--- config.mk ---
export PLATFORM = sky130hd
export DESIGN_NAME = fabric_tile
export DESIGN_NICKNAME = d
export VERILOG_FILES = /design/src/fabric_pkg.sv /design/src/fabric_pe_constant.sv /design/src/fabric_pe_alu.sv /design/src/fabric_fifo.sv /design/src/fabric_cfg_ctrl.sv /design/src/fabric_tile.sv
export SDC_FILE = /design/constraint.sdc
export NUM_CORES = 1
export LEC_CHECK = 0
export BUFFER_PORTS_ARGS = -buffer_cell sky130_fd_sc_hd__clkbuf_2
export CAP_MARGIN = 5
export CORE_MARGIN = 4
export CORE_UTILIZATION = 45
export CTS_BUF_LIST = sky130_fd_sc_hd__clkbuf_8 sky130_fd_sc_hd__clkbuf_16
export DETAILED_ROUTE_END_ITERATION = 10
export GPL_TIMING_DRIVEN = 0
export PLACE_DENSITY = 0.68
export SYNTH_ARGS = -nofsm -noshare
export SYNTH_HDL_FRONTEND = slang
export SYNTH_SLANG_ARGS = --single-unit
--- constraint.sdc ---
create_clock -name clk -period 13.4 [get_ports clk]
set_clock_uncertainty 0.2 [all_clocks]
set_input_delay 0.67 -clock clk [delete_from_list [all_inputs] [get_ports clk]]
set_output_delay 0.67 -clock clk [all_outputs]
set_load 0.005 [all_outputs]
--- src/fabric_pkg.sv ---
// Shared types and register addresses for the dataflow tile, imported by the RTL and testbench
package fabric_pkg;

  // ----------------------------------------
  // ALU opcodes
  // ----------------------------------------

  // Three-bit opcode held in the configuration register
  // Codes 6 and 7 are undefined and make the ALU produce zero
  typedef enum logic [2:0] {
    // Operand plus constant
    OP_ADD  = 3'd0,
    // Operand minus constant
    OP_SUB  = 3'd1,
    // Low half of the operand times constant product
    OP_MUL  = 3'd2,
    // Bitwise and of operand and constant
    OP_AND  = 3'd3,
    // Bitwise xor of operand and constant
    OP_XOR  = 3'd4,
    // Constant alone, operand is consumed and dropped
    OP_PASS = 3'd5
  } pe_op_t;

  // ----------------------------------------
  // Configuration controller states
  // ----------------------------------------

  typedef enum logic [1:0] {
    // Stopped, register writes accepted
    CFG_LOAD  = 2'd0,
    // Datapath fires on every join
    CFG_RUN   = 2'd1,
    // No new fires, waiting for results in flight to leave
    CFG_DRAIN = 2'd2
  } cfg_state_t;

  // ----------------------------------------
  // Configuration register map
  // ----------------------------------------

  // Constant value, low DATA_WIDTH bits of the write data
  localparam logic [1:0] CFG_ADDR_CONST = 2'd0;
  // Output tag, low TAG_WIDTH bits of the write data
  localparam logic [1:0] CFG_ADDR_TAG   = 2'd1;
  // Opcode, low three bits of the write data
  localparam logic [1:0] CFG_ADDR_OP    = 2'd2;
  // Address 3 has no register behind it

endpackage

--- src/fabric_pe_constant.sv ---
// Constant PE that answers each trigger token with the configured tag and constant
module fabric_pe_constant #(
  parameter int DATA_WIDTH = 16,
  parameter int TAG_WIDTH  = 4,
  localparam int PAYLOAD_WIDTH = DATA_WIDTH + TAG_WIDTH,
  localparam int SAFE_TW       = (TAG_WIDTH > 0) ? TAG_WIDTH : 1
) (
  input  logic                     clk,
  input  logic                     reset,

  // Trigger token, no payload
  input  logic                     in_valid,
  output logic                     in_ready,

  // Configured constant and tag from the controller
  input  logic [DATA_WIDTH-1:0]    const_value,
  input  logic [SAFE_TW-1:0]       const_tag,

  // Tagged constant toward the ALU
  output logic                     out_valid,
  input  logic                     out_ready,
  output logic [PAYLOAD_WIDTH-1:0] out_data
);

  // ----------------------------------------
  // Parameter checks at elaboration
  // ----------------------------------------
  initial begin : param_check
    if (DATA_WIDTH < 1)
      $fatal(1, "fabric_pe_constant: DATA_WIDTH must be at least 1");
    if (TAG_WIDTH < 0)
      $fatal(1, "fabric_pe_constant: TAG_WIDTH must not be negative");
  end

  // One constant per trigger, handshake passes straight through
  assign out_valid = in_valid;
  assign in_ready  = out_ready;

  // Tag sits in the upper bits when present
  generate
    if (TAG_WIDTH > 0) begin : g_tagged
      assign out_data = {const_tag, const_value};
    end else begin : g_native
      assign out_data = const_value;
    end
  endgenerate

endmodule

--- src/fabric_pe_alu.sv ---
// Join PE that combines one operand with one tagged constant through a registered ALU stage
module fabric_pe_alu import fabric_pkg::*; #(
  parameter int DATA_WIDTH = 16,
  parameter int TAG_WIDTH  = 4,
  localparam int PAYLOAD_WIDTH = DATA_WIDTH + TAG_WIDTH
) (
  input  logic                     clk,
  input  logic                     reset,

  // Control from the configuration controller
  input  logic                     run_enable,
  input  pe_op_t                   alu_op,

  // Tagged constant from the constant PE
  input  logic                     const_valid,
  output logic                     const_ready,
  input  logic [PAYLOAD_WIDTH-1:0] const_data,

  // Operand stream
  input  logic                     a_valid,
  output logic                     a_ready,
  input  logic [DATA_WIDTH-1:0]    a_data,

  // Tagged result toward the FIFO
  output logic                     out_valid,
  input  logic                     out_ready,
  output logic [PAYLOAD_WIDTH-1:0] out_data,

  // High while the output register holds a result
  output logic                     busy
);

  logic                     fire;
  logic [DATA_WIDTH-1:0]    const_field;
  logic [DATA_WIDTH-1:0]    op_result;
  logic [PAYLOAD_WIDTH-1:0] result_word;

  // ----------------------------------------
  // Join and fire
  // ----------------------------------------

  // Both tokens present and the output slot free or leaving this cycle
  assign fire = run_enable && const_valid && a_valid && (!out_valid || out_ready);

  // Both inputs are consumed together on a fire
  assign const_ready = fire;
  assign a_ready     = fire;

  // ----------------------------------------
  // Operation on the data field
  // ----------------------------------------
  assign const_field = const_data[DATA_WIDTH-1:0];

  always_comb begin
    case (alu_op)
      OP_ADD:  op_result = a_data + const_field;
      OP_SUB:  op_result = a_data - const_field;
      // Product truncated to the operand width
      OP_MUL:  op_result = a_data * const_field;
      OP_AND:  op_result = a_data & const_field;
      OP_XOR:  op_result = a_data ^ const_field;
      OP_PASS: op_result = const_field;
      // Undefined codes
      default: op_result = '0;
    endcase
  end

  // Tag of the constant rides along unchanged
  generate
    if (TAG_WIDTH > 0) begin : g_tagged
      assign result_word = {const_data[PAYLOAD_WIDTH-1:DATA_WIDTH], op_result};
    end else begin : g_native
      assign result_word = op_result;
    end
  endgenerate

  // ----------------------------------------
  // Output register
  // ----------------------------------------
  always_ff @(posedge clk) begin
    if (reset) begin
      out_valid <= 1'b0;
    end else if (fire) begin
      out_valid <= 1'b1;
    end else if (out_ready) begin
      out_valid <= 1'b0;
    end
  end

  // Payload only loads on a fire
  always_ff @(posedge clk) begin
    if (fire) begin
      out_data <= result_word;
    end
  end

  assign busy = out_valid;

endmodule

--- src/fabric_fifo.sv ---
// Circular-buffer FIFO with valid/ready on both sides, buffers tagged results at the tile output
module fabric_fifo #(
  parameter int DATA_WIDTH = 16,
  parameter int TAG_WIDTH  = 4,
  parameter int FIFO_DEPTH = 4,
  localparam int WORD_WIDTH = DATA_WIDTH + TAG_WIDTH,
  localparam int PTR_WIDTH  = (FIFO_DEPTH > 1) ? $clog2(FIFO_DEPTH) : 1,
  localparam int CNT_WIDTH  = $clog2(FIFO_DEPTH + 1)
) (
  input  logic                  clk,
  input  logic                  reset,

  // Write side
  input  logic                  in_valid,
  output logic                  in_ready,
  input  logic [WORD_WIDTH-1:0] in_data,

  // Read side, head word is always on out_data
  output logic                  out_valid,
  input  logic                  out_ready,
  output logic [WORD_WIDTH-1:0] out_data,

  // No words stored
  output logic                  empty
);

  // Pointers wrap on their own, which needs a power-of-two depth
  initial begin : param_check
    if (FIFO_DEPTH < 2 || (FIFO_DEPTH & (FIFO_DEPTH - 1)) != 0)
      $fatal(1, "fabric_fifo: FIFO_DEPTH must be a power of two, at least 2");
  end

  logic [WORD_WIDTH-1:0] mem [FIFO_DEPTH];
  logic [PTR_WIDTH-1:0]  wr_ptr;
  logic [PTR_WIDTH-1:0]  rd_ptr;
  logic [CNT_WIDTH-1:0]  count;
  logic                  full;
  logic                  wr_en;
  logic                  rd_en;

  // ----------------------------------------
  // Status and handshake
  // ----------------------------------------
  assign full      = (count == CNT_WIDTH'(FIFO_DEPTH));
  assign empty     = (count == '0);
  assign out_valid = !empty;
  // Full still takes a word when the head leaves in the same cycle
  assign in_ready  = !full || out_ready;

  assign wr_en = in_valid && in_ready;
  assign rd_en = out_valid && out_ready;

  assign out_data = mem[rd_ptr];

  // Storage
  always_ff @(posedge clk) begin
    if (wr_en) begin
      mem[wr_ptr] <= in_data;
    end
  end

  // ----------------------------------------
  // Pointers and occupancy
  // ----------------------------------------
  always_ff @(posedge clk) begin
    if (reset) begin
      wr_ptr <= '0;
      rd_ptr <= '0;
      count  <= '0;
    end else begin
      if (wr_en) wr_ptr <= wr_ptr + 1'b1;
      if (rd_en) rd_ptr <= rd_ptr + 1'b1;
      // Simultaneous read and write leaves the count alone
      case ({wr_en, rd_en})
        2'b10:   count <= count + 1'b1;
        2'b01:   count <= count - 1'b1;
        default: count <= count;
      endcase
    end
  end

endmodule

--- src/fabric_cfg_ctrl.sv ---
// Configuration controller holding constant, tag and opcode, sequencing load, run and drain
module fabric_cfg_ctrl import fabric_pkg::*; #(
  parameter int DATA_WIDTH = 16,
  parameter int TAG_WIDTH  = 4,
  localparam int SAFE_TW = (TAG_WIDTH > 0) ? TAG_WIDTH : 1
) (
  input  logic                  clk,
  input  logic                  reset,

  // Register write port and run commands
  input  logic                  cfg_valid,
  input  logic [1:0]            cfg_addr,
  input  logic [DATA_WIDTH-1:0] cfg_wdata,
  input  logic                  cfg_start,
  input  logic                  cfg_stop,

  // Datapath status used for drain
  input  logic                  alu_busy,
  input  logic                  fifo_empty,

  // Configuration toward the datapath
  output logic [DATA_WIDTH-1:0] const_value,
  output logic [SAFE_TW-1:0]    const_tag,
  output pe_op_t                alu_op,
  output logic                  run_enable,
  output logic                  running
);

  // Opcode and tag fields are cut from the write data
  initial begin : param_check
    if (DATA_WIDTH < $bits(pe_op_t))
      $fatal(1, "fabric_cfg_ctrl: DATA_WIDTH too narrow for the opcode");
    if (TAG_WIDTH > DATA_WIDTH)
      $fatal(1, "fabric_cfg_ctrl: TAG_WIDTH must not exceed DATA_WIDTH");
  end

  cfg_state_t state;
  logic       wr_accept;

  // ----------------------------------------
  // Run sequencing
  // ----------------------------------------
  always_ff @(posedge clk) begin
    if (reset) begin
      state <= CFG_LOAD;
    end else begin
      case (state)
        CFG_LOAD: begin
          if (cfg_start) state <= CFG_RUN;
        end
        CFG_RUN: begin
          if (cfg_stop) state <= CFG_DRAIN;
        end
        CFG_DRAIN: begin
          // Nothing left in the ALU register or the FIFO
          if (!alu_busy && fifo_empty) state <= CFG_LOAD;
        end
        default: state <= CFG_LOAD;
      endcase
    end
  end

  // New fires only in RUN, results still leave during DRAIN
  assign run_enable = (state == CFG_RUN);
  assign running    = (state != CFG_LOAD);

  // ----------------------------------------
  // Configuration registers
  // ----------------------------------------

  // Writes outside LOAD are dropped
  assign wr_accept = cfg_valid && (state == CFG_LOAD);

  always_ff @(posedge clk) begin
    if (reset) begin
      const_value <= '0;
      const_tag   <= '0;
      alu_op      <= OP_PASS;
    end else if (wr_accept) begin
      case (cfg_addr)
        CFG_ADDR_CONST: const_value <= cfg_wdata;
        CFG_ADDR_TAG:   const_tag   <= cfg_wdata[SAFE_TW-1:0];
        // Undefined codes are stored as written
        CFG_ADDR_OP:    alu_op      <= pe_op_t'(cfg_wdata[$bits(pe_op_t)-1:0]);
        default: ;
      endcase
    end
  end

endmodule

--- src/fabric_tile.sv ---
// Top level of the dataflow tile, wiring the controller, constant PE, ALU PE and output FIFO
module fabric_tile import fabric_pkg::*; #(
  parameter int DATA_WIDTH = 16,
  parameter int TAG_WIDTH  = 4,
  parameter int FIFO_DEPTH = 4,
  localparam int PAYLOAD_WIDTH = DATA_WIDTH + TAG_WIDTH,
  localparam int SAFE_TW       = (TAG_WIDTH > 0) ? TAG_WIDTH : 1
) (
  input  logic                     clk,
  input  logic                     reset,

  // Configuration
  input  logic                     cfg_valid,
  input  logic [1:0]               cfg_addr,
  input  logic [DATA_WIDTH-1:0]    cfg_wdata,
  input  logic                     cfg_start,
  input  logic                     cfg_stop,
  output logic                     running,

  // Trigger stream, no payload
  input  logic                     trig_valid,
  output logic                     trig_ready,

  // Operand stream
  input  logic                     a_valid,
  output logic                     a_ready,
  input  logic [DATA_WIDTH-1:0]    a_data,

  // Result stream, tag in the upper bits
  output logic                     res_valid,
  input  logic                     res_ready,
  output logic [PAYLOAD_WIDTH-1:0] res_data
);

  // Controller to datapath
  logic [DATA_WIDTH-1:0]    const_value;
  logic [SAFE_TW-1:0]       const_tag;
  pe_op_t                   alu_op;
  logic                     run_enable;

  // Datapath status back to the controller
  logic                     alu_busy;
  logic                     fifo_empty;

  // Constant PE to ALU
  logic                     const_valid;
  logic                     const_ready;
  logic [PAYLOAD_WIDTH-1:0] const_data;

  // ALU to FIFO
  logic                     alu_valid;
  logic                     alu_ready;
  logic [PAYLOAD_WIDTH-1:0] alu_data;

  // ----------------------------------------
  // Control
  // ----------------------------------------
  fabric_cfg_ctrl #(
    .DATA_WIDTH(DATA_WIDTH),
    .TAG_WIDTH (TAG_WIDTH)
  ) u_cfg (
    .clk        (clk),
    .reset      (reset),
    .cfg_valid  (cfg_valid),
    .cfg_addr   (cfg_addr),
    .cfg_wdata  (cfg_wdata),
    .cfg_start  (cfg_start),
    .cfg_stop   (cfg_stop),
    .alu_busy   (alu_busy),
    .fifo_empty (fifo_empty),
    .const_value(const_value),
    .const_tag  (const_tag),
    .alu_op     (alu_op),
    .run_enable (run_enable),
    .running    (running)
  );

  // ----------------------------------------
  // Datapath
  // ----------------------------------------

  // Trigger side
  fabric_pe_constant #(
    .DATA_WIDTH(DATA_WIDTH),
    .TAG_WIDTH (TAG_WIDTH)
  ) u_const (
    .clk        (clk),
    .reset      (reset),
    .in_valid   (trig_valid),
    .in_ready   (trig_ready),
    .const_value(const_value),
    .const_tag  (const_tag),
    .out_valid  (const_valid),
    .out_ready  (const_ready),
    .out_data   (const_data)
  );

  // Join of constant and operand
  fabric_pe_alu #(
    .DATA_WIDTH(DATA_WIDTH),
    .TAG_WIDTH (TAG_WIDTH)
  ) u_alu (
    .clk        (clk),
    .reset      (reset),
    .run_enable (run_enable),
    .alu_op     (alu_op),
    .const_valid(const_valid),
    .const_ready(const_ready),
    .const_data (const_data),
    .a_valid    (a_valid),
    .a_ready    (a_ready),
    .a_data     (a_data),
    .out_valid  (alu_valid),
    .out_ready  (alu_ready),
    .out_data   (alu_data),
    .busy       (alu_busy)
  );

  // Output buffer absorbing res_ready back-pressure
  fabric_fifo #(
    .DATA_WIDTH(DATA_WIDTH),
    .TAG_WIDTH (TAG_WIDTH),
    .FIFO_DEPTH(FIFO_DEPTH)
  ) u_fifo (
    .clk      (clk),
    .reset    (reset),
    .in_valid (alu_valid),
    .in_ready (alu_ready),
    .in_data  (alu_data),
    .out_valid(res_valid),
    .out_ready(res_ready),
    .out_data (res_data),
    .empty    (fifo_empty)
  );

endmodule

== Word level (Yosys, flattened, before mapping) ==
Memory sizes are Yosys's and may differ from the RTL's. A register that Yosys moved wholly into a read port is not among the register bits.
Index checks and enable logic that the tools add are counted.

* Logic and storage cells: 69
* Memories: 1
* Bits in writable memories: 80
* Output and inout bits: 24
* Bits of input ports: 42
* Flip-flop bits (word level): 53

* Bitwise logic cells: 2
* Multiply operators: 1
* Mux-type cells: 12
* Add/subtract/negate cells: 6
* Reduce and logical (&&, ||, !) cells: 23
* Eq/ne operators: 15

{| class="wikitable"
|+ Memories
! memory !! words !! bits a word !! rd ports !! clocked after Yosys merged registers in !! wr ports !! RTL line !! source
|-
| u_fifo.mem || 4 || 20 || 1 || 1 || 1 || fabric_fifo.sv:33 || <nowiki>logic [WORD_WIDTH-1:0] mem [FIFO_DEPTH];</nowiki>
|}

{| class="wikitable"
|+ Operator list
! kind !! count
|-
| 16-bit one-hot mux with 6 select lines || 1
|-
| 16-bit adder || 1
|-
| 16-bit AND || 1
|-
| 16-bit by 16-bit multiplier with 16-bit output || 1
|-
| 16-bit subtractor || 1
|-
| 16-bit bitwise XOR || 1
|-
| 2-bit 2-to-1 mux || 5
|-
| 3-bit == test (second input constant) || 3
|-
| 1-bit logical AND || 7
|-
| 2-bit by 1-bit == test with 1-bit output (second input constant) || 3
|-
| 2-bit == test (second input constant) || 3
|-
| 3-bit by 2-bit == test with 1-bit output (second input constant) || 2
|-
| 3-bit zero test || 2
|-
| 2-bit one-hot mux with 3 select lines || 1
|-
| 3-bit one-hot mux with 2 select lines || 1
|-
| 2-bit AND reduction || 3
|-
| 2-bit nonzero test || 3
|-
| 2-bit by 1-bit adder with 2-bit output (second input constant) || 2
|-
| 2-bit zero test || 2
|-
| 1-bit 2-to-1 mux || 4
|-
| 2-bit != test (second input constant) || 2
|-
| 3-bit by 1-bit adder with 3-bit output (second input constant) || 1
|-
| 3-bit by 1-bit == test with 1-bit output (second input constant) || 1
|-
| 1-bit zero test || 3
|-
| 4 further kinds || 5
|}

== Longest topological paths before layout ==
* Word-level depth: 6
* Mapped depth: 21
* Mapped depth without buffers: 19

== By module ==
A second synthesis with hierarchy kept.

* Cell total of the unflattened synthesis: 1,036
* Area, all modules: 11,026.8 um^2

{| class="wikitable"
|+ Modules (own cells, without submodules)
! module !! times used !! sequential area each (um^2) !! cells each !! area each (um^2)
|-
| fabric_pe_alu || 1 || 620.6 || 744 || 6,357.3
|-
| fabric_fifo || 1 || 2,582.5 || 159 || 3,357.0
|-
| fabric_cfg_ctrl || 1 || 500.5 || 111 || 1,147.4
|-
| fabric_pe_constant || 1 || 0.0 || 22 || 165.2
|}

== Least setup slack after synthesis ==
Ideal clock, no wire load.

* Path kind: in2reg
* Start point: in a_data[5]
* End point: reg u_alu.out_data[14], data pin
* Path buffers: 1
* Stages on the path: 19
* Data required time: 12.926 ns
* Arrival: 5.245 ns
* Setup time: 0.274 ns
* Slack: 7.680 ns
* Cell sequence: buf_2 and2_1 fa_1 inv_1 fa_1 fa_1 fa_1 inv_1 fa_1 inv_1 fa_1 inv_1 ha_1 and3_1 a21oi_1 o21ai_1 o41a_1 xnor2_1 o221ai_1

* Cells in the longest elaborated chain, start to end: 2
* Elaborated cells on any way between the ends: 4
* Classes of those cells: add/sub (2); mul (1); mux (1)

{| class="wikitable"
|+ RTL lines
! item !! RTL line !! source
|-
| start: declaration || fabric_tile.sv:27 || <nowiki>input logic [DATA_WIDTH-1:0] a_data,</nowiki>
|-
| 16-bit by 16-bit multiplier with 16-bit output (tied with other cells) || fabric_pe_alu.sv:59 || <nowiki>OP_MUL: op_result = a_data * const_field;</nowiki>
|-
| 16-bit one-hot mux with 6 select lines * || fabric_pe_alu.sv:55 || <nowiki>case (alu_op)</nowiki>
|-
| net u_alu.op_result[14] || fabric_pe_alu.sv:35 || <nowiki>logic [DATA_WIDTH-1:0] op_result;</nowiki>
|-
| end signal: assignment || fabric_pe_alu.sv:93 || <nowiki>out_data <= result_word;</nowiki>
|-
| end: declaration || fabric_pe_alu.sv:27 || <nowiki>output logic [PAYLOAD_WIDTH-1:0] out_data,</nowiki>
|}

Mark *: on every way through the listed nets, which the timed path passes. The rest lies on a longest branch.
A chain may end at the register's enable or synchronous reset.

== Final worst setup path ==
* Start point: reg u_cfg.const_value[1]
* End point: reg u_alu.out_data[14], data pin

* Cells in the longest elaborated chain, start to end: 2
* Elaborated cells on any way between the ends: 4
* Classes of those cells: add/sub (2); mul (1); mux (1)

{| class="wikitable"
|+ RTL lines
! item !! RTL line !! source
|-
| start: declaration || fabric_cfg_ctrl.sv:22 || <nowiki>output logic [DATA_WIDTH-1:0] const_value,</nowiki>
|-
| start signal: assignment || fabric_cfg_ctrl.sv:81 || <nowiki>CFG_ADDR_CONST: const_value <= cfg_wdata;</nowiki>
|-
| 16-bit by 16-bit multiplier with 16-bit output (tied with other cells) || fabric_pe_alu.sv:59 ||
|-
| 16-bit one-hot mux with 6 select lines * || fabric_pe_alu.sv:55 ||
|-
| net u_alu.op_result[14] || fabric_pe_alu.sv:35 ||
|}

Marked as above.

==> results.json <==
{
  "status": "complete, no violations",
  "cts_resized": 0,
  "syn-num-nets": 1214,
  "maxSlewViolCount": 0,
  "synth_edf_count": 100,
  "drc": 0,
  "max_stage_delay_ns": 0.58,
  "cp_top_family": "adder cells",
  "r2r_cells": 19,
  "wl_per_cell_um": 17.7,
  "place_congestion": 0.916,
  "crit_type": "reg -> reg",
  "fin_total_pwr_mw": 1.14,
  "min_from": "u_cfg.const_tag[3]",
  "r2r_setup_slack_ns": 6.88,
  "dpl.hpwl_um": 19400,
  "crit_chain": "buf_4 > clkbuf_1 > nand2_1 > fa_1 > fa_1 > fa_1 > fa_1 > inv_1 > fa_1 > inv_1 > fa_1 > inv_1 > ha_1 > and3_1 > a21oi_1 > o21ai_1 > o41a_1 > xnor2_1 > o221ai_1",
  "rsz0062_at_grt": "no",
  "crit_top_cell": "fa_1",
  "drt-initial-drc-count": 504,
  "min_to": "u_alu.out_data[19]",
  "r2r_end": "u_alu.out_data[14]",
  "grt_max_degree": 21,
  "grt_overflow": 0,
  "grt_usage": 0.200,
  "synth_cells": 1004,
  "ys_seq_area_frac": 0.351,
  "synth_cell_types": 64,
  "powerDensity_nw_per_um2": 96.3,
  "clk_pin_slew_ns": 0.06,
  "worstPathRequired_ns": 13.33,
  "period_minus_slack_ns": 6.52,
  "hold_viol_final": 0,
  "antenna_found_initial": 1,
  "slowest_stage": "fa_1",
  "postRouteAntennaNets": 0,
  "core_area_sq_um": 22800,
  "ir_worst_vdd_mv": 0.102,
  "die_area_sq_um": 26000,
  "insertion_delay_ns": 0.41,
  "top_layer_used": "met4",
  "hold_buffers": 0,
  "worstMarginPinSlew_ns": 1.03,
  "cts_sinks": 135,
  "fin_crit_sh": 0.487,
  "cp.arrival_ns": 6.45,
  "leakagePower_nw": 4.96,
  "postCtsSetupRepairBufs": 0,
  "nFillCells": 2090,
  "cts_buffer_depth": 2,
  "crit_fanout": 10,
  "viasPerCell": 5.27,
  "grt_first_pass_wirelength_um": 40600,
  "clock-root-buffer": "clkbuf_16",
  "syn_area_sq_um": 10600,
  "maxSlewHeadroom": 0.312,
  "timing.rr.start": "u_cfg.const_value[1]",
  "yosys_warnings": 0,
  "rows": 55,
  "cts_max_level": 4,
  "fmax_ghz": 0.153,
  "avgSynthCellArea_sq_um": 10.5,
  "wl_met3_um": 1280,
  "cts_tree": "yes",
  "area_delta_synth_final_pct": 12.4,
  "io_pins": 66,
  "m1WireLength_um": 11100,
  "cp.buffers_inverters": 5,
  "final_core_util": 0.520,
  "die_w_um": 161,
  "fin_setup_tns_ns": 0,
  "drive_gt1_frac": 0.127,
  "min-delay-path-class": "reg -> reg",
  "portBuffers": 64,
  "holdPathStages": 0,
  "async_reset_ff_frac": 0,
  "first_global_vias": 7763,
  "crit_path_start_kind": "flip-flop",
  "met2_length_um": 11900,
  "firstDrtPassIters": 7,
  "cts_buffers": 17,
  "dieHeight_um": 161,
  "setup_viol": 0,
  "ys.flop_type": "edfxtp_1",
  "synth_seq_cells": 135,
  "fin_nets": 1298,
  "cp-end-kind": "flip-flop",
  "maxCapViolCount": 0,
  "wl_um": 25100,
  "initial_utilization": 0.462,
  "vias": 7463
}
state kept, by name (all words and copies together) (netlist names), named ones only:
register and count:
u_alu.busy 1, u_alu.out_data 20, u_cfg.alu_op 3, u_cfg.const_tag 4
u_cfg.const_value 16, u_cfg.state 2, u_fifo.count 3, u_fifo.mem 80
u_fifo.rd_ptr 2, u_fifo.wr_ptr 2
worst reg2reg max path, delay by kind of cell (launching register included):
kind | cells | cell delay, ns
AO/OA/AOI/OAI | 4 | 0.73
XOR/XNOR | 1 | 0.32
adder cells (fa/ha/maj) | 7 | 3.41
buffers and inverters | 5 | 0.89
flip-flops | 1 | 0.34
AND/OR/NAND/NOR | 2 | 0.34
area by class of cell:
class	count	area, sq um	share of cell area
Buffer	46	199	0.0168
Timing Repair Buffer	65	335	0.0282
Clock buffer	17	425	0.0358
Multi-Input combinational cell	692	6180	0.520
Antenna cell	1	2.50	0.000211
Inverter	131	492	0.0414
Clock inverter	15	150	0.0126
Sequential cell	135	3700	0.312
Tap cell	313	392	0.0330
cell usage in the layout, fill, tap and decap left out, types with 3 or more instances in the layout:
cell type / synthesis / routed
xor2_1: 25 / 25
a21oi_1: 46 / 45
ha_1: 86 / 86
edfxtp_1: 100 / 100
nor2_1: 54 / 54
inv_6: 0 / 4
o21ai_0: 17 / 17
mux2i_1: 12 / 12
nor2b_1: 6 / 6
nor3_1: 11 / 11
a31oi_1: 5 / 5
clkbuf_1: 36 / 36
o21a_1: 5 / 5
a211oi_1: 4 / 4
or3_1: 7 / 7
buf_2: 6 / 6
clkbuf_16: 0 / 17
clkinv_2: 0 / 3
clkbuf_2: 0 / 64
o22ai_1: 4 / 4
fa_1: 82 / 82
nand2_1: 123 / 123
a221oi_1: 4 / 4
buf_4: 3 / 3
o31ai_1: 6 / 6
o221ai_1: 5 / 5
xnor2_1: 42 / 42
a22oi_1: 8 / 8
inv_1: 131 / 131
dfxtp_1: 35 / 35
nand3_1: 8 / 8
and3_1: 5 / 5
mux4_2: 20 / 20
and2_1: 65 / 65
worst max path at each step:
stage / from / to / slack (ns) / cells past startpoint
after floorplan: a_data[5] / u_alu.out_data[14] / 7.68 / 19
after global placement: a_data[4] / u_alu.out_data[14] / 6.75 / 19
after detailed placement: a_data[4] / u_alu.out_data[14] / 6.69 / 19
after CTS: u_cfg.const_value[2] / u_alu.out_data[14] / 6.88 / 19
after global routing: u_cfg.const_value[1] / u_alu.out_data[14] / 6.60 / 19
final: u_cfg.const_value[1] / u_alu.out_data[14] / 6.88 / 19
report_power, final:
part	switching [mW]	total, mW	internal [mW]
clock	0.178	0.452	0.274
sequential	0.00476	0.457	0.452
combinational	0.137	0.234	0.0965
layer usage:
| layer | vias up | global-route usage |
|---|---|---|
| met5 | - | 0 |
| met4 | 0 | 0.0744 |
| met3 | 47 | 0.0273 |
| met2 | 230 | 0.332 |
| met1 | 3628 | 0.268 |
| li1 | 3558 | - |
Yosys cell counts, drive strengths merged, types with 2 or more instances:
| cell | instances | share of area |
|---|---|---|
| or3 | 7 | 0.0041 |
| a211o | 2 | 0.0017 |
| mux4 | 20 | 0.043 |
| o21ai | 19 | 0.0090 |
| a22o | 2 | 0.0017 |
| a31oi | 5 | 0.0030 |
| fa | 82 | 0.16 |
| buf | 10 | 0.0060 |
| nand2b | 2 | 0.0012 |
| nor2b | 6 | 0.0036 |
| xor2 | 25 | 0.021 |
| nand3 | 8 | 0.0038 |
| or2 | 2 | 0.0012 |
| a222oi | 2 | 0.0019 |
| nor4 | 2 | 0.0018 |
| nor2 | 55 | 0.020 |
| o21a | 6 | 0.0044 |
| a22oi | 8 | 0.0057 |
| ha | 86 | 0.10 |
| mux2i | 12 | 0.011 |
| inv | 131 | 0.047 |
| o31ai | 7 | 0.0054 |
| nand2 | 123 | 0.044 |
| a211oi | 5 | 0.0040 |
| and2 | 65 | 0.038 |
| o22ai | 4 | 0.0024 |
| o221ai | 5 | 0.0041 |
| dfxtp | 35 | 0.066 |
| clkbuf | 36 | 0.013 |
| o41ai | 3 | 0.0043 |
| a221oi | 4 | 0.0033 |
| edfxtp | 100 | 0.28 |
| a21oi | 46 | 0.022 |
| o211ai | 2 | 0.0019 |
| nor3 | 12 | 0.0062 |
| and3 | 5 | 0.0030 |
| a21o | 3 | 0.0022 |
| or4 | 2 | 0.0018 |
| o21bai | 2 | 0.0014 |
| xnor2 | 42 | 0.035 |
stage by stage:
step                      hold WS, ns  setup WS (ns)  instances  area (sq um)
after global routing            0.260           6.60       1415         11900
after detailed placement        0.221           6.69       1382         11300
after floorplan                 0.208           7.68       1004         10600
final                           0.233           6.88       1415         11900
after CTS                       0.239           6.88       1414         11900
after global placement          0.221           6.75       1381         11300
kinds of logic after synthesis:
group / count (synthesis) / share of synthesized area
AOI/OAI and AO/OA: 132 / 0.0844
xor gates and xnor gates: 68 / 0.0577
buffers and inverters: 177 / 0.0654
and+or+nand+nor: 292 / 0.131
muxes: 32 / 0.0540
DFF: 135 / 0.351
adders and majority gates: 168 / 0.257
Note: power is estimated with default switching activity, not from simulation.
